### src/chiplet_types_pkg.sv
package chiplet_types_pkg;

    // Node address, one per chiplet on the network
    typedef logic [4:0] node_id_t;

    // Single-flit packet, destination in the top bits
    typedef struct packed {
        node_id_t    dest;
        logic [31:0] payload;
    } flit_t;

    // Format code carried in payload[31:28]
    localparam logic [3:0] FMT_SWITCH_CFG = 4'hC;

    // Route table holds one entry per destination node
    localparam int TABLE_SIZE = 32;
    localparam int OUTPORT_BITS = 3;

    typedef logic [OUTPORT_BITS-1:0] route_entry_t;
    typedef logic [$clog2(TABLE_SIZE)-1:0] table_index_t;

    // Payload field accessors
    function automatic logic [3:0] flit_format(flit_t f);
        return f.payload[31:28];
    endfunction

    function automatic node_id_t cfg_target(flit_t f);
        return f.payload[27:23];
    endfunction

    function automatic table_index_t cfg_index(flit_t f);
        return f.payload[22:18];
    endfunction

    function automatic route_entry_t cfg_outport(flit_t f);
        return f.payload[2:0];
    endfunction

endpackage

### src/crossbar.sv
`timescale 1ns/1ps

module crossbar #(
    parameter int NUM_BUFFERS = 4,
    parameter int NUM_OUTPORTS = 4,
    localparam int OUT_BITS = (NUM_OUTPORTS > 1) ? $clog2(NUM_OUTPORTS) : 1,
    localparam int IDX_BITS = (NUM_BUFFERS > 1) ? $clog2(NUM_BUFFERS) : 1
) (
    input  logic                                       clk,
    input  logic                                       rst,
    input  chiplet_types_pkg::flit_t [NUM_BUFFERS-1:0] rdata,
    input  logic                                       grant_valid,
    input  logic [IDX_BITS-1:0]                        grant_index,
    input  logic [OUT_BITS-1:0]                        grant_outport,
    output logic [NUM_BUFFERS-1:0]                     ren,
    output chiplet_types_pkg::flit_t [NUM_OUTPORTS-1:0] out,
    output logic [NUM_OUTPORTS-1:0]                    valid
);
    // Granted head leaves its buffer at the same edge it is registered
    assign ren = NUM_BUFFERS'(grant_valid) << grant_index;

    // One-cycle strobe on the granted outport only
    always_ff @(posedge clk) begin
        if (rst) begin
            valid <= '0;
        end else if (grant_valid) begin
            valid <= NUM_OUTPORTS'(1) << grant_outport;
        end else begin
            valid <= '0;
        end
    end

    // Output data holds until the next flit for that port
    always_ff @(posedge clk) begin
        if (grant_valid) begin
            out[grant_outport] <= rdata[grant_index];
        end
    end

endmodule

### config.mk
export PLATFORM = sky130hd
export DESIGN_NAME = crossbar
export DESIGN_NICKNAME = d
export VERILOG_FILES = /design/src/chiplet_types_pkg.sv /design/src/crossbar.sv
export SDC_FILE = /design/constraint.sdc
export NUM_CORES = 1
export LEC_CHECK = 0
export BUFFER_PORTS_ARGS = -buffer_cell sky130_fd_sc_hd__buf_2
export CAP_MARGIN = 30
export CORE_AREA = 2 2 119 121
export CTS_CLUSTER_SIZE = 30
export DETAILED_ROUTE_END_ITERATION = 7
export DIE_AREA = 0 0 121 123
export HOLD_SLACK_MARGIN = 0.03
export PLACE_DENSITY = 0.75
export SETUP_SLACK_MARGIN = 0.3
export SLEW_MARGIN = 40
export SYNTH_ARGS = -nofsm -noshare
export SYNTH_HDL_FRONTEND = slang
export SYNTH_SLANG_ARGS = --single-unit
### constraint.sdc
create_clock -name clk -period 5.4 [get_ports clk]
set_clock_uncertainty 0.1 [all_clocks]
set_input_delay 1.35 -clock clk [delete_from_list [all_inputs] [get_ports clk]]
set_output_delay 1.35 -clock clk [all_outputs]
set_load 0.01 [all_outputs]
==> Word level (Yosys, flattened, before mapping) <==
Index checks and enable logic that the tools add are counted.
{ "op_classes": {"magnitude_cmp": 3, "shift": 2, "muxes": 5, "bitwise": 1, "n_reduce_logical": 2} }
{ "ops": {"columns": ["operator", "n"], "rows": [
  ["$bwmux 148", 1],
  ["$bmux 37 s2", 1],
  ["$demux 37 s2", 1],
  ["$mux 37", 2],
  ["$lt 2x3->1 const B", 2],
  ["$shl 1x2->4", 1],
  ["$shl 1x2->4 const A", 1],
  ["$ge 2x1->1 const B", 1],
  ["$reduce_or 2->1", 1],
  ["$logic_and 1x1->1", 1],
  ["$not 1->1", 1]
]} }
{ "totals": {"regBits": 152, "output_inout_bits": 156} }

==> Depth between registers and ports, before layout <==
{ "depth": {"depth_word": 5, "depth_mapped": 3} }

==> Least setup slack after synthesis <==
Ideal clock, no wire load.
{ "synth_path": {"kind": "input-to-reg", "start": "input grant_valid", "end": "register out[0] (netlist bit), enable pin", "setup_ns": 0.486, "arrival_time_ns": 4.323, "required_time_ns": 4.814, "slack_ns": 0.492, "cell_stages": 2, "path_buffers": 1, "cell_sequence": "clkbuf_1 > nor3b_1"} }
{ "synth_rtl": {"columns": ["element", "line_no", "rtl"], "rows": [
  ["start, declared", "crossbar.sv:12", "input logic grant_valid,"],
  ["end signal, assigned by index", "crossbar.sv:36", "out[grant_outport] <= rdata[grant_index];"],
  ["end, declared", "crossbar.sv:16", "output chiplet_types_pkg::flit_t [NUM_OUTPORTS-1:0] out,"]
]} }
No word-level cell between the ends.

==> Worst setup path after layout <==
{ "layout_path": {"start": "input grant_index[0]", "end": "output ren[2]"} }
{ "layout_between": {"elab_chain_len": 1} }
{ "layout_lines": {"columns": ["element", "line_no", "rtl"], "rows": [
  ["start, declared", "crossbar.sv:13", "input logic [IDX_BITS-1:0] grant_index,"],
  ["$shl 1x2->4", "crossbar.sv:20", "assign ren = NUM_BUFFERS'(grant_valid) << grant_index;"],
  ["end, declared", "crossbar.sv:15", "output logic [NUM_BUFFERS-1:0] ren,"]
]} }
No other way between the ends.

==> results.sh <==
export IMPL_syn_area_per_cell_um2=26.3
export IMPL_hp_class="in -> reg"
export IMPL_fin_area_um2=7850
export IMPL_required_ns=3.95
export IMPL_finalNonFillerCells=728
export IMPL_place_inst=694
export IMPL_yosysMostFrequentCell="edfxtp_1"
export IMPL_ctsLongestPathBuffers=2
export IMPL_setup_viol=0
export IMPL_ys_top_cells_by_count="148 x edfxtp_1, 37 x mux4_2, 4 x and3b_1, 4 x buf_2, 4 x dfxtp_1"
export IMPL_start_util=0.409
export IMPL_ant_nets=0
export IMPL_rows=43
export IMPL_power_density_nw_per_um2=354
export IMPL_slew_headroom=0.532
export IMPL_drtIter0Drc=131
export IMPL_root_buffer="clkbuf_16"
export IMPL_area_delta_synth_final_pct=40.9
export IMPL_crit_type="in -> out"
export IMPL_syn_inst=212
export IMPL_worst_path_dominant_cell_family="buffers and inverters"
export IMPL_gp_congestion=0.774
export IMPL_place_hpwl_um=10100
export IMPL_worstPathMaxFanout=15
export IMPL_routed_wl_um=14600
export IMPL_status="finished clean"
export IMPL_die_h_um=123
export IMPL_ys_flop_type="edfxtp_1"
export IMPL_ys_seq_area_frac=0.812
export IMPL_cts_buffers_inserted=17
export IMPL_yosysTopAreaCellShare=0.798
export IMPL_seq_area_um2=4520
export IMPL_grt_total_usage=0.193
export IMPL_die_x_um=121
export IMPL_dpl_cell_area_um2=7280
export IMPL_synth_top_area_cell="edfxtp_1"
export IMPL_cp_buffers_inverters=2
export IMPL_grt_pass1_vias=3650
export IMPL_post_cts_buffers=0
export IMPL_cp_end_kind="output port"
export IMPL_fmax_mhz=281
export IMPL_yosys_warnings=0
export IMPL_ys_seq_elements=152
export IMPL_worstSetupEndpoint="ren[2]"
export IMPL_synth_area_um2=5570
export IMPL_firstDrtPassIters=4
export IMPL_hold_viol_final=0
export IMPL_synth_nets=367
export IMPL_grt_max_degree=38
export IMPL_cpPeakStageDelay_ns=0.39
export IMPL_crit_top_cell="buf_2"
export IMPL_coreArea_um2=13600
export IMPL_nets=688
export IMPL_cap_viol_max_count=0
export IMPL_setup_ws_ns=1.84
export IMPL_cp_arrival_ns=2.11
export IMPL_path_cells="buf_2, and3b_1, buf_2"
export IMPL_holdWs_ns=1.06
export IMPL_die_area_um2=14900
export IMPL_async_reset_ff_frac=0
export IMPL_multi_input_area_um2=952
export IMPL_rsz0062_at_grt="false"
export IMPL_ys_types=13
export IMPL_num_vias=3565
export IMPL_fin_crit_ns=3.56
export IMPL_hold_buffers=0
export IMPL_cts_tree="done"
export IMPL_pre_cts_ws_ns=1.84
export IMPL_worst_slew_pin_slew_ns=0.702
export IMPL_slew_violations=0
export IMPL_setup_tns_ns=0
export IMPL_netlist_top_cells_area="edfxtp_1 80%, mux4_2 15%, dfxtp_1 1.4%, buf_12 1.1%, and3b_1 0.63%"
export IMPL_start_kind="input port"
export IMPL_grt_antenna_before_repair=3
export IMPL_drive_gt1_frac=0.705
export IMPL_ctsResizeCount=0
export IMPL_nFillCells=1057
export IMPL_drc=0
export IMPL_wl_per_cell_um=20.0
export IMPL_leakagePower_nw=3.19
export IMPL_via_per_inst=4.90
export IMPL_io_pins=311
export IMPL_cts_clk_slew_worst_paths_ns=0.06
export IMPL_cts_sinks=152
export IMPL_path_depth=3
export IMPL_htreeDepth=4
export IMPL_crit_path_start="grant_index[0]"
export IMPL_synth_edf_count=148
export IMPL_critPathSlowestCell="buf_2"
export IMPL_port_buffers=310
export IMPL_min_period_over_period=0.659
export IMPL_peakVddDrop_mv=0.173
export IMPL_grt_pass1_wl_um=20400
export IMPL_grt_ovfl_total=0
==> state kept, by name, indices dropped and copies added, names as in the netlist <==
register,count
out,148
valid,4
==> final cells by class <==
cell class / count / area share
Clock inverter: 15 / 0.0180
Antenna cell: 2 / 0.000638
Sequential cell: 152 / 0.577
Tap cell: 180 / 0.0287
Clock buffer: 17 / 0.0542
Multi-Input combinational cell: 49 / 0.121
Timing Repair Buffer: 313 / 0.201
==> how the worst min path moves through the flow <==
stage | start | end | slack [ns] | cells past startpoint
finish | rst | valid[0] | 1.06 | 2
global route | rst | valid[0] | 1.05 | 2
CTS | rst | valid[0] | 1.03 | 2
detailed placement | rst | valid[0] | 1.48 | 2
global placement | rst | valid[2] | 1.47 | 2
floorplan | grant_outport[1] | valid[0] | 1.33 | 1
==> power by group <==
part           internal (W)  switching, W  total [W]
registers           0.00138     0.0000174    0.00140
logic              0.000126      0.000136   0.000262
clock network      0.000641      0.000473    0.00111
total               0.00215      0.000627    0.00278
==> metrics by stage <==
step | power, W | utilization
2_1_floorplan | 0.00155 | -
3_3_place_gp | 0.00168 | 0.534
3_5_place_dp | 0.00169 | 0.535
4_1_cts | 0.00281 | 0.576
5_1_grt | 0.00287 | 0.577
6_report | 0.00278 | 0.577
==> kinds of logic (layout without fill, tap and decap cells) <==
kind of cell,after synthesis,in the layout,synth area share
buf+inv,11,345,0.0198
mux,37,37,0.150
simple gates,12,12,0.0182
flops,152,152,0.812
other cells,0,2,0
==> layer usage <==
| layer | GRT usage | share of wire |
|---|---|---|
| met5 | 0 | 0.00089 |
| met4 | 0.0799 | 0.018 |
| met3 | 0.0637 | 0.094 |
| met2 | 0.339 | 0.54 |
| met1 | 0.217 | 0.35 |
==> cell usage in the layout, fill, tap and decap left out <==
| cell | n |
|---|---|
| nor3b_2 | 1 |
| nor4b_1 | 1 |
| clkinvlp_4 | 4 |
| and4b_1 | 1 |
| edfxtp_1 | 148 |
| clkbuf_16 | 17 |
| clkinv_4 | 3 |
| inv_6 | 4 |
| diode_2 | 2 |
| clkinv_1 | 1 |
| and3b_1 | 2 |
| buf_4 | 3 |
| bufinv_16 | 1 |
| mux4_2 | 37 |
| inv_8 | 1 |
| nor3b_1 | 1 |
| dfxtp_1 | 4 |
| and3_4 | 1 |
| clkinv_2 | 1 |
| and3b_4 | 2 |
| nor4bb_1 | 2 |
| and3_1 | 1 |
| buf_2 | 310 |
Note: power is estimated with default switching activity, not from simulation.
