--- src/chiplet_types_pkg.sv ---
package chiplet_types_pkg;

    // Node address, one per chiplet on the network
    typedef logic [4:0] node_id_t;

    // Single-flit packet, destination in the top bits
    typedef struct packed {
        node_id_t    dest;
        logic [31:0] payload;
    } flit_t;

    // Format code carried in payload[31:28]
    localparam logic [3:0] FMT_SWITCH_CFG = 4'hC;

    // Route table holds one entry per destination node
    localparam int TABLE_SIZE = 32;
    localparam int OUTPORT_BITS = 3;

    typedef logic [OUTPORT_BITS-1:0] route_entry_t;
    typedef logic [$clog2(TABLE_SIZE)-1:0] table_index_t;

    // Payload field accessors
    function automatic logic [3:0] flit_format(flit_t f);
        return f.payload[31:28];
    endfunction

    function automatic node_id_t cfg_target(flit_t f);
        return f.payload[27:23];
    endfunction

    function automatic table_index_t cfg_index(flit_t f);
        return f.payload[22:18];
    endfunction

    function automatic route_entry_t cfg_outport(flit_t f);
        return f.payload[2:0];
    endfunction

endpackage

--- src/route_compute.sv ---
`timescale 1ns/1ps

module route_compute #(
    parameter chiplet_types_pkg::node_id_t NODE = 5'd5,
    parameter int NUM_OUTPORTS = 4,
    localparam int OUT_BITS = (NUM_OUTPORTS > 1) ? $clog2(NUM_OUTPORTS) : 1
) (
    input  logic                     clk,
    input  logic                     rst,
    input  chiplet_types_pkg::flit_t head_flit,
    output logic [OUT_BITS-1:0]      outport,
    input  logic                     claim_valid,
    input  chiplet_types_pkg::flit_t claim_flit
);
    chiplet_types_pkg::route_entry_t route_table [chiplet_types_pkg::TABLE_SIZE];

    chiplet_types_pkg::table_index_t wr_index;
    chiplet_types_pkg::route_entry_t wr_entry;
    logic wr_en;

    // Entries are always below NUM_OUTPORTS, so narrowing is safe
    assign outport = OUT_BITS'(route_table[head_flit.dest]);

    // Decode the configuration payload
    always_comb begin
        wr_index = chiplet_types_pkg::cfg_index(claim_flit);
        wr_entry = chiplet_types_pkg::cfg_outport(claim_flit);
        // Nonexistent outport falls back to the local port
        if (int'(wr_entry) >= NUM_OUTPORTS) begin
            wr_entry = '0;
        end
    end

    // Only configuration aimed at this node may touch the table
    assign wr_en = claim_valid && (chiplet_types_pkg::cfg_target(claim_flit) == NODE);

    always_ff @(posedge clk) begin
        if (rst) begin
            for (int i = 0; i < chiplet_types_pkg::TABLE_SIZE; i++) begin
                route_table[i] <= '0;
            end
        end else if (wr_en) begin
            route_table[wr_index] <= wr_entry;
        end
    end

endmodule

--- config.mk ---
export PLATFORM = sky130hd
export DESIGN_NAME = route_compute
export DESIGN_NICKNAME = d
export VERILOG_FILES = /design/src/chiplet_types_pkg.sv /design/src/route_compute.sv
export SDC_FILE = /design/constraint.sdc
export NUM_CORES = 1
export LEC_CHECK = 0
export BUFFER_PORTS_ARGS = -buffer_cell sky130_fd_sc_hd__buf_2
export CAP_MARGIN = 0
export CORE_MARGIN = 2
export CORE_UTILIZATION = 45
export CTS_BUF_LIST = sky130_fd_sc_hd__clkbuf_4
export CTS_CLUSTER_SIZE = 30
export DETAILED_ROUTE_END_ITERATION = 10
export PLACE_DENSITY = 0.75
export SYNTH_ARGS = -nofsm -noshare
export SYNTH_HDL_FRONTEND = slang
export SYNTH_SLANG_ARGS = --single-unit
--- constraint.sdc ---
create_clock -name clk -period 3.3 [get_ports clk]
set_clock_uncertainty 0.2 [all_clocks]
set_input_delay 0 -clock clk [delete_from_list [all_inputs] [get_ports clk]]
set_output_delay 0 -clock clk [all_outputs]
set_load 0.005 [all_outputs]
Yosys cells after proc, flatten, opt, wreduce, memory -nomap -nowiden. Memories as Yosys holds them, arrays and structs flattened. Index checks and enable logic that the tools add are counted.

Memories: 1. Flip-flop bits (word level): 0. Output and inout bits: 2. Bits in writable memories: 96. Input port bits: 77.

Memories: route_table (words 32, bits a word 3, rd ports 1, clocked after memory_dff 0, write ports 32, RTL line route_compute.sv:15) `chiplet_types_pkg::route_entry_t route_table [chiplet_types_pkg::TABLE_SIZE];`.

Order comparisons: 1. Reductions and logical operators: 2. Mux-type cells: 9. Equal/unequal tests: 1.

Operators with widths (number): 1-bit 2-to-1 mux (6); 3-bit 2-to-1 mux (2); 5-bit by 3-bit == test with 1-bit output, second input constant (1); 5-bit 2-to-1 mux (1); 3-bit >= comparator, second input constant (1); 3-bit OR reduction (1); 1-bit logical AND (1).

Logic depth before layout (Yosys ltp).
Depth in word-level cells: 7. Mapped depth: 7.

Worst setup path before layout. OpenSTA, ideal clock, no wires.

Path kind: input to register. Start: in claim_flit[24] (netlist name). End: mem route_table[22][0] (netlist name) (enable). Slack: 1824 ps. Setup time: 315 ps. Cell stages on the path: 6. Data arrival time: 961 ps. Cell sequence: nor3b_1 > nand2_1 > nor2_2 > nand2_2 > buf_6 > o21bai_1.

RTL lines: start: declaration (RTL line route_compute.sv:13) `input chiplet_types_pkg::flit_t claim_flit`; end: declaration (RTL line route_compute.sv:15).

==> impl_metrics.py <==
metrics = {
    "status": {
        "result_of_the_run": "completed",
    },
    "yosys": {
        "synth.cell_area_sq_um": 3310,
        "synthesis.instances": 294,
        "synth_cell_type_count": 32,
        "syn_area_per_cell_sq_um": 11.3,
        "yosysTopAreaCellShare_pct": 58.0,
        "syn_nets": 371,
        "ys_async_sr_fraction_pct": 0,
        "register_area_share_after_synthesis_pct": 58.0,
        "synthDominantAreaCellType": "edfxtp_1",
        "synth-seq-cells": 64,
        "top_post_synthesis_cells_by_count": "69 x nor2_1, 64 x edfxtp_1, 32 x mux2i_1",
        "number_of_enable_flip_flop_cells_after_synthesis": 64,
        "yosys_warnings": 0,
        "post-synth-top-count-cell": "nor2_1",
        "synth.top_cells.by_area": "edfxtp_1 58%, mux2i_1 9.7%, nor2_1 7.8%",
        "ys_dominant_reg_cell": "edfxtp_1",
    },
    "setup_path": {
        "cp_slowest_cell": "dlygate4sd3_1",
        "slowest_delay_ps": 730,
        "maximum_fanout_along_the_worst_path": 33,
        "crit_cells": 6,
        "worstPathRequired_ps": 3220,
        "critical_path_buf_inv_count": 2,
        "crit_end": "route_table[24][0]",
        "launch_point_of_the_critical_path": "rst",
        "path_class": "in -> reg",
        "crit_path_end_kind": "register",
        "cp_data_arrival_time_ps": 2150,
        "critical_path.top_delay_family": "buffers and inverters",
        "crit_path_cell_trace": "buf_2, and4bb_1, nand2_1, nor3_2, dlygate4sd3_1, a21o_1",
        "critical_path.startpoint_type": "input port",
    },
    "detailed_routing": {
        "route.detailed.wl_per_inst_microns": 16.8,
        "drc": 0,
        "vias_per_cell": 5.58,
        "drt_first_iter_violations": 229,
        "first_pass_iters": 8,
        "route.antenna.remaining_nets": 0,
        "detail_route.wirelength_microns": 7020,
        "via_count": 2334,
    },
    "sta": {
        "timing.final.crit_period_ps": 2230,
        "max_slew.worst_pin.slew_ps": 832,
        "maxClockFrequency_ghz": 0.448,
        "max_slew_margin_pct": 44.4,
        "part_of_the_cycle_the_worst_path_needs_pct": 67.6,
        "setup_violations": 0,
        "setup-tns-final_ps": 0,
        "timing_hold_violations_final": 0,
        "final_max_slew_viol_count": 0,
        "rsz0062_at_grt": "false",
    },
    "layout": {
        "largest_register": "route_table",
        "nets": 391,
        "layout_top_registers": "route_table x64",
        "layout-drive-gt1-share_pct": 15.0,
        "diodes": 0,
        "final_core_util_pct": 50.7,
        "max_reg_flops": 64,
        "synthToLayoutAreaGrowth_pct": 9.78,
        "fill_cells": 642,
    },
    "global_routing": {
        "grtUsageTotal_pct": 17.5,
        "grt_pass1_wl_microns": 10800,
        "largest_net_degree_at_the_start_of_global_routing": 34,
        "antenna_found_initial": 0,
        "globalRouteOverflowTotal": 0,
        "grt_pass1_vias": 2260,
    },
    "floorplan": {
        "initial_core_util_pct": 46.2,
        "design.portCount": 79,
        "placeable_core_region_sq_um": 7180,
        "die_width_microns": 89.8,
        "die-height_microns": 89.8,
        "rows": 31,
        "die_area_sq_um": 8070,
    },
    "pwr": {
        "p_per_area_nw_per_um2": 445,
        "vdd_ir_drop_max_uv": 314,
        "p_leak_uw": 0.00125,
    },
    "cts": {
        "cts_buffers": 9,
        "clkTransAtPathRegs_ps": 110,
        "numClockSinks": 64,
        "clock-root-buffer": "clkbuf_4",
        "cts_post_setup_buffers_inserted": 0,
        "cts-htree-levels": 3,
        "cts_buffer_depth": 2,
        "cts_tree": "yes",
    },
    "worst_hold_path": {
        "holdPathStages": 4,
        "type_of_the_worst_min_delay_path": "in -> reg",
    },
    "placed_design": {
        "numPortBuffers": 22,
        "place_congestion": 0.848,
        "hpwlAfterDp_microns": 4860,
    },
    "job": {
        "max_cap_violations": 0,
    },
}
==> how the worst min path moves through the flow <==
stage / to / startpoint / slack [ps]
after floorplan: outport[0] / head_flit[36] / -110
after global placement: outport[0] / head_flit[35] / 210
after detailed placement: outport[1] / head_flit[35] / 210
after CTS: route_table[15][0] / claim_flit[21] / 10
after global routing: route_table[2][1] / claim_flit[2] / 30
final: route_table[10][1] / claim_flit[2] / 30
==> layout by cell type, fill, tap and decap left out <==
master | Yosys | final
a21o_1 | 7 | 7
a21oi_1 | 2 | 2
a22oi_1 | 14 | 14
a31oi_1 | 2 | 2
and2_1 | 3 | 3
and3b_1 | 1 | 1
and4b_1 | 2 | 2
and4bb_1 | 1 | 1
buf_2 | 7 | 22
buf_4 | 1 | 4
bufinv_16 | 0 | 1
clkbuf_4 | 0 | 10
clkinv_2 | 0 | 3
clkinvlp_4 | 0 | 2
dlygate4sd3_1 | 0 | 5
edfxtp_1 | 64 | 64
inv_1 | 3 | 3
mux2i_1 | 32 | 32
nand2_1 | 24 | 24
nand2_2 | 2 | 2
nand2b_1 | 2 | 2
nand3_1 | 1 | 1
nand3b_1 | 1 | 1
nand4_1 | 2 | 2
nand4b_1 | 2 | 2
nor2_1 | 69 | 69
nor2_2 | 1 | 1
nor2b_1 | 4 | 4
nor3_1 | 1 | 1
nor3_2 | 1 | 1
nor3b_1 | 2 | 2
o21bai_1 | 25 | 25
o311ai_1 | 2 | 2
or2_2 | 2 | 2
==> area by class of cell <==
class                      instances  area (sq um)  area share (%)
tap                               99           124            3.40
sequential                        64          1920            52.8
multi-input combinational        205          1260            34.5
timing repair buffer              31           190            5.23
clock buffer                      10          75.1            2.06
clock inverter                     6          60.1            1.65
inverter                           3          11.3           0.309
==> tightest hold or removal path, cell delays in order <==
cell and delay, ps:
buf_2 90, nor2b_1 150, nand2_1 180, nor2_1 50
==> layer usage <==
metal / up-vias / GRT usage [%] / part of all wire [%]
met5: - / 0 / 0
met2: 98 / 30.2 / 50
met1: 1119 / 21.7 / 41
li1: 1101 / - / -
met3: 16 / 2.01 / 7.0
met4: 0 / 9.10 / 2.5
==> metrics by stage <==
step           instance area, sq um  setup WS (ps)  instances  hold WS (ps)  power, uW
2_1_floorplan                  3310           1820        294          -105       1060
3_3_place_gp                   3450           1130        397           214       1100
3_5_place_dp                   3450           1080        397           212       1110
4_1_cts                        3640           1150        418          12.5       1620
5_1_grt                        3640           1070        418          26.2       1670
6_report                       3640           1070        418          25.7       1620
==> repair_timing <==
item                       4_1_cts  5_1_grt
hold endpoints to repair        18        0
hold buffers                     5        0
setup endpoints to repair        0        0
gates resized for setup          0        0
==> power by group <==
group	total (uW)	internal (uW)	switching (uW)
clock	522	235	286
combinational	155	63.4	91.5
sequential	942	931	11.7
total	1620	1230	389
==> kinds of logic (layout without fill, tap and decap cells) <==
family          Yosys count  count (layout)  synth area share, %
flops                    64              64                 58.0
buf+inv                  25              50                 4.11
simple gates            121             121                 16.6
compound gates           52              52                 11.6
mux                      32              32                 9.66
Power figures use the tool's default switching activity.
