--- src/chiplet_types_pkg.sv ---
package chiplet_types_pkg;

    // Node address, one per chiplet on the network
    typedef logic [4:0] node_id_t;

    // Single-flit packet, destination in the top bits
    typedef struct packed {
        node_id_t    dest;
        logic [31:0] payload;
    } flit_t;

    // Format code carried in payload[31:28]
    localparam logic [3:0] FMT_SWITCH_CFG = 4'hC;

    // Route table holds one entry per destination node
    localparam int TABLE_SIZE = 32;
    localparam int OUTPORT_BITS = 3;

    typedef logic [OUTPORT_BITS-1:0] route_entry_t;
    typedef logic [$clog2(TABLE_SIZE)-1:0] table_index_t;

    // Payload field accessors
    function automatic logic [3:0] flit_format(flit_t f);
        return f.payload[31:28];
    endfunction

    function automatic node_id_t cfg_target(flit_t f);
        return f.payload[27:23];
    endfunction

    function automatic table_index_t cfg_index(flit_t f);
        return f.payload[22:18];
    endfunction

    function automatic route_entry_t cfg_outport(flit_t f);
        return f.payload[2:0];
    endfunction

endpackage

--- src/switch_if.sv ---
`timescale 1ns/1ps

interface buffers_if #(
    parameter int NUM_BUFFERS = 4,
    parameter int NUM_OUTPORTS = 4,
    parameter int DEPTH = 4
);
    localparam int OUT_BITS = (NUM_OUTPORTS > 1) ? $clog2(NUM_OUTPORTS) : 1;

    // Buffer side
    chiplet_types_pkg::flit_t [NUM_BUFFERS-1:0] rdata;
    logic [NUM_BUFFERS-1:0] empty;
    logic [NUM_BUFFERS-1:0] available;
    logic [NUM_BUFFERS-1:0] req_routing;
    logic [NUM_BUFFERS-1:0] req_switch;
    logic [NUM_BUFFERS-1:0][OUT_BITS-1:0] switch_outport;

    // Stage side
    logic [NUM_BUFFERS-1:0] wen;
    chiplet_types_pkg::flit_t [NUM_BUFFERS-1:0] wdata;
    logic [NUM_BUFFERS-1:0] routing_granted;
    logic [OUT_BITS-1:0] routing_outport;
    logic [NUM_BUFFERS-1:0] ren;

    // A buffer needs room for at least one flit
    if (DEPTH < 1 || NUM_BUFFERS < 1) begin : g_bad_size
        $error("buffers_if needs DEPTH and NUM_BUFFERS of at least 1");
    end

    modport buffers (
        output rdata, empty, available, req_routing, req_switch, switch_outport,
        input  wen, wdata, routing_granted, routing_outport, ren
    );

    modport stages (
        input  rdata, empty, available, req_routing, req_switch, switch_outport,
        output wen, wdata, routing_granted, routing_outport, ren
    );

endinterface

--- src/buffers.sv ---
`timescale 1ns/1ps

module buffers #(
    parameter int NUM_BUFFERS = 4,
    parameter int NUM_OUTPORTS = 4,
    parameter int DEPTH = 4
) (
    input logic clk,
    input logic rst,
    buffers_if.buffers buf_if
);
    localparam int OUT_BITS = (NUM_OUTPORTS > 1) ? $clog2(NUM_OUTPORTS) : 1;
    localparam int PTR_BITS = (DEPTH > 1) ? $clog2(DEPTH) : 1;
    localparam int CNT_BITS = $clog2(DEPTH + 1);

    chiplet_types_pkg::flit_t mem [NUM_BUFFERS][DEPTH];
    logic [PTR_BITS-1:0] rd_ptr [NUM_BUFFERS];
    logic [PTR_BITS-1:0] wr_ptr [NUM_BUFFERS];
    logic [CNT_BITS-1:0] count [NUM_BUFFERS];

    // Route state of the current head
    logic [NUM_BUFFERS-1:0] routed;
    logic [OUT_BITS-1:0] route [NUM_BUFFERS];

    logic [NUM_BUFFERS-1:0] push;
    logic [NUM_BUFFERS-1:0] pop;

    always_comb begin
        for (int b = 0; b < NUM_BUFFERS; b++) begin
            buf_if.rdata[b] = mem[b][rd_ptr[b]];
            buf_if.empty[b] = (count[b] == '0);
            buf_if.available[b] = (count[b] != CNT_BITS'(DEPTH));
            buf_if.switch_outport[b] = route[b];

            // A head is routed once, then competes for the switch
            buf_if.req_routing[b] = !buf_if.empty[b] && !routed[b];
            buf_if.req_switch[b] = !buf_if.empty[b] && routed[b];

            push[b] = buf_if.wen[b] && buf_if.available[b];
            pop[b] = buf_if.ren[b] && !buf_if.empty[b];
        end
    end

    // Flit storage
    always_ff @(posedge clk) begin
        for (int b = 0; b < NUM_BUFFERS; b++) begin
            if (push[b]) begin
                mem[b][wr_ptr[b]] <= buf_if.wdata[b];
            end
        end
    end

    // Circular pointers and fill count
    always_ff @(posedge clk) begin
        if (rst) begin
            for (int b = 0; b < NUM_BUFFERS; b++) begin
                rd_ptr[b] <= '0;
                wr_ptr[b] <= '0;
                count[b] <= '0;
            end
        end else begin
            for (int b = 0; b < NUM_BUFFERS; b++) begin
                if (push[b]) begin
                    wr_ptr[b] <= (wr_ptr[b] == PTR_BITS'(DEPTH - 1)) ? '0 : wr_ptr[b] + 1'b1;
                end
                if (pop[b]) begin
                    rd_ptr[b] <= (rd_ptr[b] == PTR_BITS'(DEPTH - 1)) ? '0 : rd_ptr[b] + 1'b1;
                end
                if (push[b] && !pop[b]) begin
                    count[b] <= count[b] + 1'b1;
                end else if (pop[b] && !push[b]) begin
                    count[b] <= count[b] - 1'b1;
                end
            end
        end
    end

    // Next head after a pop must be routed again
    always_ff @(posedge clk) begin
        if (rst) begin
            routed <= '0;
        end else begin
            for (int b = 0; b < NUM_BUFFERS; b++) begin
                if (pop[b]) begin
                    routed[b] <= 1'b0;
                end else if (buf_if.routing_granted[b]) begin
                    routed[b] <= 1'b1;
                end
            end
        end
    end

    always_ff @(posedge clk) begin
        for (int b = 0; b < NUM_BUFFERS; b++) begin
            if (buf_if.routing_granted[b]) begin
                route[b] <= buf_if.routing_outport;
            end
        end
    end

endmodule

--- src/flat_wrapper.sv ---
// flat-port wrapper written by rule: the top's interface ports become plain ports
module buffers_flat 
#(
    parameter int NUM_BUFFERS = 4,
    parameter int NUM_OUTPORTS = 4,
    parameter int DEPTH = 4
)
  (clk, rst, buf_if_rdata, buf_if_empty, buf_if_available, buf_if_req_routing, buf_if_req_switch, buf_if_switch_outport, buf_if_wen, buf_if_wdata, buf_if_routing_granted, buf_if_routing_outport, buf_if_ren);
  buffers_if #(.NUM_BUFFERS(NUM_BUFFERS), .NUM_OUTPORTS(NUM_OUTPORTS), .DEPTH(DEPTH)) buf_if_i ();
  input logic clk;
  input logic rst;
  output wire logic [$bits(buf_if_i.rdata)-1:0] buf_if_rdata;
  output wire logic [$bits(buf_if_i.empty)-1:0] buf_if_empty;
  output wire logic [$bits(buf_if_i.available)-1:0] buf_if_available;
  output wire logic [$bits(buf_if_i.req_routing)-1:0] buf_if_req_routing;
  output wire logic [$bits(buf_if_i.req_switch)-1:0] buf_if_req_switch;
  output wire logic [$bits(buf_if_i.switch_outport)-1:0] buf_if_switch_outport;
  input wire logic [$bits(buf_if_i.wen)-1:0] buf_if_wen;
  input wire logic [$bits(buf_if_i.wdata)-1:0] buf_if_wdata;
  input wire logic [$bits(buf_if_i.routing_granted)-1:0] buf_if_routing_granted;
  input wire logic [$bits(buf_if_i.routing_outport)-1:0] buf_if_routing_outport;
  input wire logic [$bits(buf_if_i.ren)-1:0] buf_if_ren;
  assign buf_if_rdata = buf_if_i.rdata;
  assign buf_if_empty = buf_if_i.empty;
  assign buf_if_available = buf_if_i.available;
  assign buf_if_req_routing = buf_if_i.req_routing;
  assign buf_if_req_switch = buf_if_i.req_switch;
  assign buf_if_switch_outport = buf_if_i.switch_outport;
  assign buf_if_i.wen = buf_if_wen;
  assign buf_if_i.wdata = buf_if_wdata;
  assign buf_if_i.routing_granted = buf_if_routing_granted;
  assign buf_if_i.routing_outport = buf_if_routing_outport;
  assign buf_if_i.ren = buf_if_ren;
  buffers #(.NUM_BUFFERS(NUM_BUFFERS), .NUM_OUTPORTS(NUM_OUTPORTS), .DEPTH(DEPTH)) u_core (.clk(clk), .rst(rst), .buf_if(buf_if_i));
endmodule
--- config.mk ---
export PLATFORM = sky130hd
export DESIGN_NAME = buffers_flat
export DESIGN_NICKNAME = d
export VERILOG_FILES = /design/src/chiplet_types_pkg.sv /design/src/switch_if.sv /design/src/buffers.sv /design/src/flat_wrapper.sv
export SDC_FILE = /design/constraint.sdc
export NUM_CORES = 1
export LEC_CHECK = 0
export BUFFER_PORTS_ARGS = -buffer_cell sky130_fd_sc_hd__buf_2
export CAP_MARGIN = 0
export CELL_PAD_IN_SITES_DETAIL_PLACEMENT = 0
export CELL_PAD_IN_SITES_GLOBAL_PLACEMENT = 1
export CORE_ASPECT_RATIO = 0.9
export CORE_UTILIZATION = 54
export DETAILED_ROUTE_END_ITERATION = 8
export GPL_TIMING_DRIVEN = 1
export PLACE_DENSITY_LB_ADDON = 0.2
export SYNTH_ARGS = -nofsm -noshare
export SYNTH_HDL_FRONTEND = slang
export SYNTH_SLANG_ARGS = --single-unit
--- constraint.sdc ---
create_clock -name clk -period 5.3 [get_ports clk]
set_clock_uncertainty 0.15 [all_clocks]
set_input_delay 0.265 -clock clk [delete_from_list [all_inputs] [get_ports clk]]
set_output_delay 0.265 -clock clk [all_outputs]
set_load 0.005 [all_outputs]
## After elaboration in Yosys (flattened, before gate mapping)

Memories as Yosys holds them, arrays and structs flattened.
Index checks and enable logic that the tools add are counted.

| word-level totals | value |
|---|---|
| register bits after elaboration | 4 |
| bits in writable memories | 628 |
| input bits | 164 |
| output and inout bits | 172 |
| logic and storage cells | 235 |
| memories | 5 |

Memories:

| name | depth | width | read ports | clocked after memory_dff | write ports | RTL line | RTL |
|---|---|---|---|---|---|---|---|
| u_core.mem | 4 | 148 | 4 | 0 | 4 | buffers.sv:16 | `chiplet_types_pkg::flit_t mem [NUM_BUFFERS][DEPTH];` |
| u_core.count | 4 | 3 | 4 | 0 | 4 | buffers.sv:19 | `logic [CNT_BITS-1:0] count [NUM_BUFFERS];` |
| u_core.rd_ptr | 4 | 2 | 4 | 0 | 4 | buffers.sv:17 | `logic [PTR_BITS-1:0] rd_ptr [NUM_BUFFERS];` |
| u_core.route | 4 | 2 | 4 | 0 | 4 | buffers.sv:23 | `logic [OUT_BITS-1:0] route [NUM_BUFFERS];` |
| u_core.wr_ptr | 4 | 2 | 4 | 0 | 4 | buffers.sv:18 | `logic [PTR_BITS-1:0] wr_ptr [NUM_BUFFERS];` |

| operators by class | value |
|---|---|
| add/subtract/negate cells | 16 |
| $lt $le $gt $ge | 12 |
| eq/ne operators | 12 |
| muxes and demuxes | 110 |
| bitwise gates (word level) | 24 |
| reduce and logical (&&, ||, !) cells | 52 |

Operators with widths:

| kind | count |
|---|---|
| 2-to-1 mux 148 bit | 4 |
| 2-to-1 mux 37 bit | 12 |
| binary-select mux 37 bit (select 2 bit) | 4 |
| demux 37 bit (select 2 bit) | 4 |
| 2-to-1 mux 1 bit | 62 |
| 2-to-1 mux 2 bit | 16 |
| logical AND 1 bit | 28 |
| >= comparator 3 bit, second input constant | 8 |
| 2-to-1 mux 3 bit | 8 |
| inverter 2 -> 3 bit | 8 |
| adder 2 x 1 -> 2 bit, second input constant | 8 |
| equality test 2 bit, second input constant | 8 |
| logical NOT 1 bit | 16 |
| bitwise OR 1 bit | 16 |
| adder 3 x 1 -> 3 bit, second input constant | 4 |
| logical NOT 3 bit | 4 |
| less-than comparator 3 x 1 -> 1 bit, second input constant | 4 |
| != test 3 bit, second input constant | 4 |
| subtractor 3 x 1 -> 3 bit, second input constant | 4 |
| OR reduction 2 bit | 4 |

## Logic depth before layout (Yosys ltp)

| logic depth | value |
|---|---|
| depth after elaboration | 10 |
| depth in mapped cells | 8 |
| depth with buffers taken out | 8 |

## Least setup slack after synthesis

OpenSTA, ideal clock, no wires.

| timing path | value |
|---|---|
| path kind | register to register |
| start | mem u_core.count[1][0] (netlist name) |
| end | mem u_core.count[1][2] (netlist name), data pin |
| library setup time | 0.190 ns |
| arrival time | 2.103 ns |
| required time | 4.960 ns |
| path slack | 2.856 ns |
| stages on the path, launching flop included | 9 |
| buffers on the path | 0 |
| period minus slack after synthesis | 2.444 ns |
| cells stage by stage | edfxtp_1 -> inv_1 -> nand3_1 -> nand2_1 -> nand2_1 -> fa_1 -> and3_1 -> a221o_1 -> a2111oi_2 |

RTL lines:

| element | RTL line |
|---|---|
| start: declaration | buffers.sv:19 |

==> impl_metrics.csv <==
group,metric,value,unit
critical_path,r2r_slack,2680,ps
global_routing,grt_pass1_vias,12590,
placement,placed_cell_area,26060,um2
cts,htreeDepth,2,
floorplan,num_io_pins,336,
cts,root_buffer,"clkbuf_16",
critical_path,path_depth,3,
pwr,p_leak,10.32,nW
global_routing,grt_pass1_wl,72.30,mm
logic_synthesis,yosysWarnings,0,
routing,drt-initial-drc-count,676,
placement,dp_hpwl,27.57,mm
routing,avgRoutedWirePerCell,21.53,um
sta,setup_viol,0,
placement,gp_congestion,0.7651,
floorplan,initial_utilization,0.5497,
sta,max_freq,310.5,MHz
critical_path,rr_startpoint,"u_core.count[0][0]",
logic_synthesis,netlist.top_cell.by_area,"edfxtp_1",
critical_path,cp-start-kind,"flip-flop",
final_layout,finalInstanceArea,29600,um2
cts,clk_latency,600,ps
sta,fin_setup_tns,0,ps
final_layout,nNetsFinal,1734,
logic_synthesis,synthSimpleGateAreaFrac,0.02769,
floorplan,core_area,43150,um2
logic_synthesis,synth-edff-count,628,
routing,wl,46.35,mm
routing,ant_nets,0,
logic_synthesis,yosysSeqAreaShare,0.7984,
sta,slew_viol_final,0,
pwr,p_per_area,402.0,nW/um2
worst_hold_path,hold_start,"rst",
logic_synthesis,synth.area.mux_share,0.1405,
logic_synthesis,synth-compound-area-share,0.007174,
sta,min_period,3221,ps
critical_path,critPathMaxStageDelay,870,ps
logic_synthesis,ys_seq_elements,632,
global_routing,antenna_found_initial,2,
sta,hold_viol,0,
routing,firstDrtPassIters,8,
cts,cts_setup_buffers,0,
final_layout,drive_gt1_frac,0.3766,
logic_synthesis,syn-num-nets,1188,
logic_synthesis,synth_top_family_by_area,"multiplexers",
logic_synthesis,yosys-top-cells-area,"edfxtp_1, mux4_2, ha_1, and3_1, nor2_1",
global_routing,gr-usage-all-layers,0.2131,
critical_path,cp_max_fo,26,
sta,rsz0062_at_grt,"false",
cts,cts_buffers,61,
critical_path,worstPathArrival,2810,ps
floorplan,die_area,44770,um2
logic_synthesis,synthXorXnorAreaFrac,0.0003693,
critical_path,path_class,"flip-flop to output port",
critical_path,crit_chain,"buf_4 > mux4_2 > buf_2",
critical_path,r2r-end,"u_core.count[0][2]",
global_routing,grt_overflow,0,
cts,cts.clk_slew.worst_paths,60,ps
routing,via_per_inst,5.470,
logic_synthesis,synth_cell_types,33,
logic_synthesis,synth_most_common_cell,"edfxtp_1",
routing,drc_errors,0,
worst_hold_path,hold_depth,2,
worst_hold_path,min_to,"u_core.count[3][1]",
floorplan,die_y,200.8,um
pwr,ir_worst_vdd,0.0003551,V
outcome,status,"finished, final reports clean",
logic_synthesis,synth_area,23720,um2
placement,io_buffers,335,
critical_path,r2r_cells,8,
cts,cts_buffer_depth,3,
cts,cts_tree,"done",
sta,fin_crit_sh,0.6077,
pwr,power,11.90,mW
critical_path,crit_buf_inv,2,
critical_path,crit_slowest_cell,"edfxtp_1",
worst_hold_path,hold_class,"input port to flip-flop",
sta,hold_ws,176.8,ps
routing,vias,11780,
final_layout,area_delta_synth_final,24.80,%
critical_path,cp-end-kind,"output port",
sta,worst_pin_slew,1020,ps
job,drv_cap,0,
logic_synthesis,synth_common_cells,"edfxtp_1, mux4_2, nor2_1, ha_1, and3_1",
critical_path,cp.required,4890,ps
logic_synthesis,synth_fa_ha_area_frac,0.01466,
logic_synthesis,yosysTopAreaCellShare,0.7951,
logic_synthesis,avgSynthCellArea,23.77,um2
critical_path,cp_top_family,"flip-flops",
global_routing,grt_max_degree,41,
logic_synthesis,synthCells,998,
floorplan,die_x,222.9,um
logic_synthesis,synthFlopType,"edfxtp_1",
cts,clock_sinks,632,
floorplan,num_rows,72,
logic_synthesis,async_flop_share,0,
sta,max_slew_margin,0.3200,
through the flow:
step	util	cells	worst slack, ps
global placement	0.6039	1874	2609
floorplan	-	998	2856
global route	0.6860	2153	1822
detailed placement	0.6039	1874	2599
CTS	0.6859	2151	1927
finish	0.6860	2153	2079
cell type report:
class                           instances  area [um2]
Inverter                               17       63.81
Clock inverter                         38       286.5
Clock buffer                           77        1629
Sequential cell                       632       18940
Fill cell                            2744       13550
Tap cell                              555       694.4
Timing Repair Buffer                  519        3463
Antenna cell                            2       5.005
Multi-Input combinational cell        313        4522
report_power, final:
group	switching (mW)	internal [mW]	leakage (nW)
sequential	0.118	5.92	5.83
combinational	0.887	0.848	3.56
clock	1.77	2.36	0.928
total	2.77	9.13	10.3
worst max-delay path by stage:
stage | endpoint | startpoint | slack (ps)
after floorplan | u_core.count[1][2] | u_core.count[1][0] | 2860
after global placement | buf_if_rdata[29] | u_core.rd_ptr[0][0] | 2610
after detailed placement | buf_if_rdata[5] | u_core.rd_ptr[0][0] | 2600
after CTS | buf_if_rdata[28] | u_core.rd_ptr[0][0] | 1930
after global routing | buf_if_rdata[28] | u_core.rd_ptr[0][0] | 1820
final | buf_if_rdata[28] | u_core.rd_ptr[0][0] | 2080
sequential cells by signal (all words and copies together), names as in the netlist:
register / count
u_core.routed: 4
u_core.rd_ptr: 8
u_core.mem: 592
u_core.wr_ptr: 8
u_core.count: 12
u_core.route: 8
timing repair:
action                                 4_1_cts  5_1_grt
resized for setup                            0        0
hold buffers                               162        0
endpoints found under the hold margin      625        0
setup endpoints to repair                    0        0
routing by layer:
layer | up-vias | routed length (um) | global-route usage
met5 | - | 0 | 0
met4 | 0 | 794 | 0.06059
met3 | 67 | 2822 | 0.04581
met2 | 349 | 23360 | 0.3493
met1 | 6033 | 19380 | 0.2921
li1 | 5328 | - | -
cells in the final DEF (no fill, tap or decap), drive strengths merged, types with 12 or more instances in the layout:
master       netlist  layout
clkinv             0      29
ha                23      23
nor2              27      27
mux4             148     148
nand2b            13      13
nand2             12      12
and3              19      19
clkbuf             7      77
inv               17      18
buf               29     357
edfxtp           628     628
dlygate4sd3        0     162
worst register-to-register path: cells and delay by family (launching register included):
family	cells	cell delay, ps
buffers and inverters	1	120
AOI/OAI and AO/OA	2	590
adders and majority gates	1	470
DFF	1	430
and+or+nand+nor	4	670
logic make-up after synthesis:
| logic type | Yosys count |
|---|---|
| AND/OR/NAND/NOR | 116 |
| buffers and inverters | 53 |
| AO/OA/AOI/OAI | 22 |
| XOR/XNOR | 1 |
| multiplexers | 148 |
| flip-flops | 632 |
| adder cells (fa/ha/maj) | 26 |
Note: power is estimated with default switching activity, not from simulation.
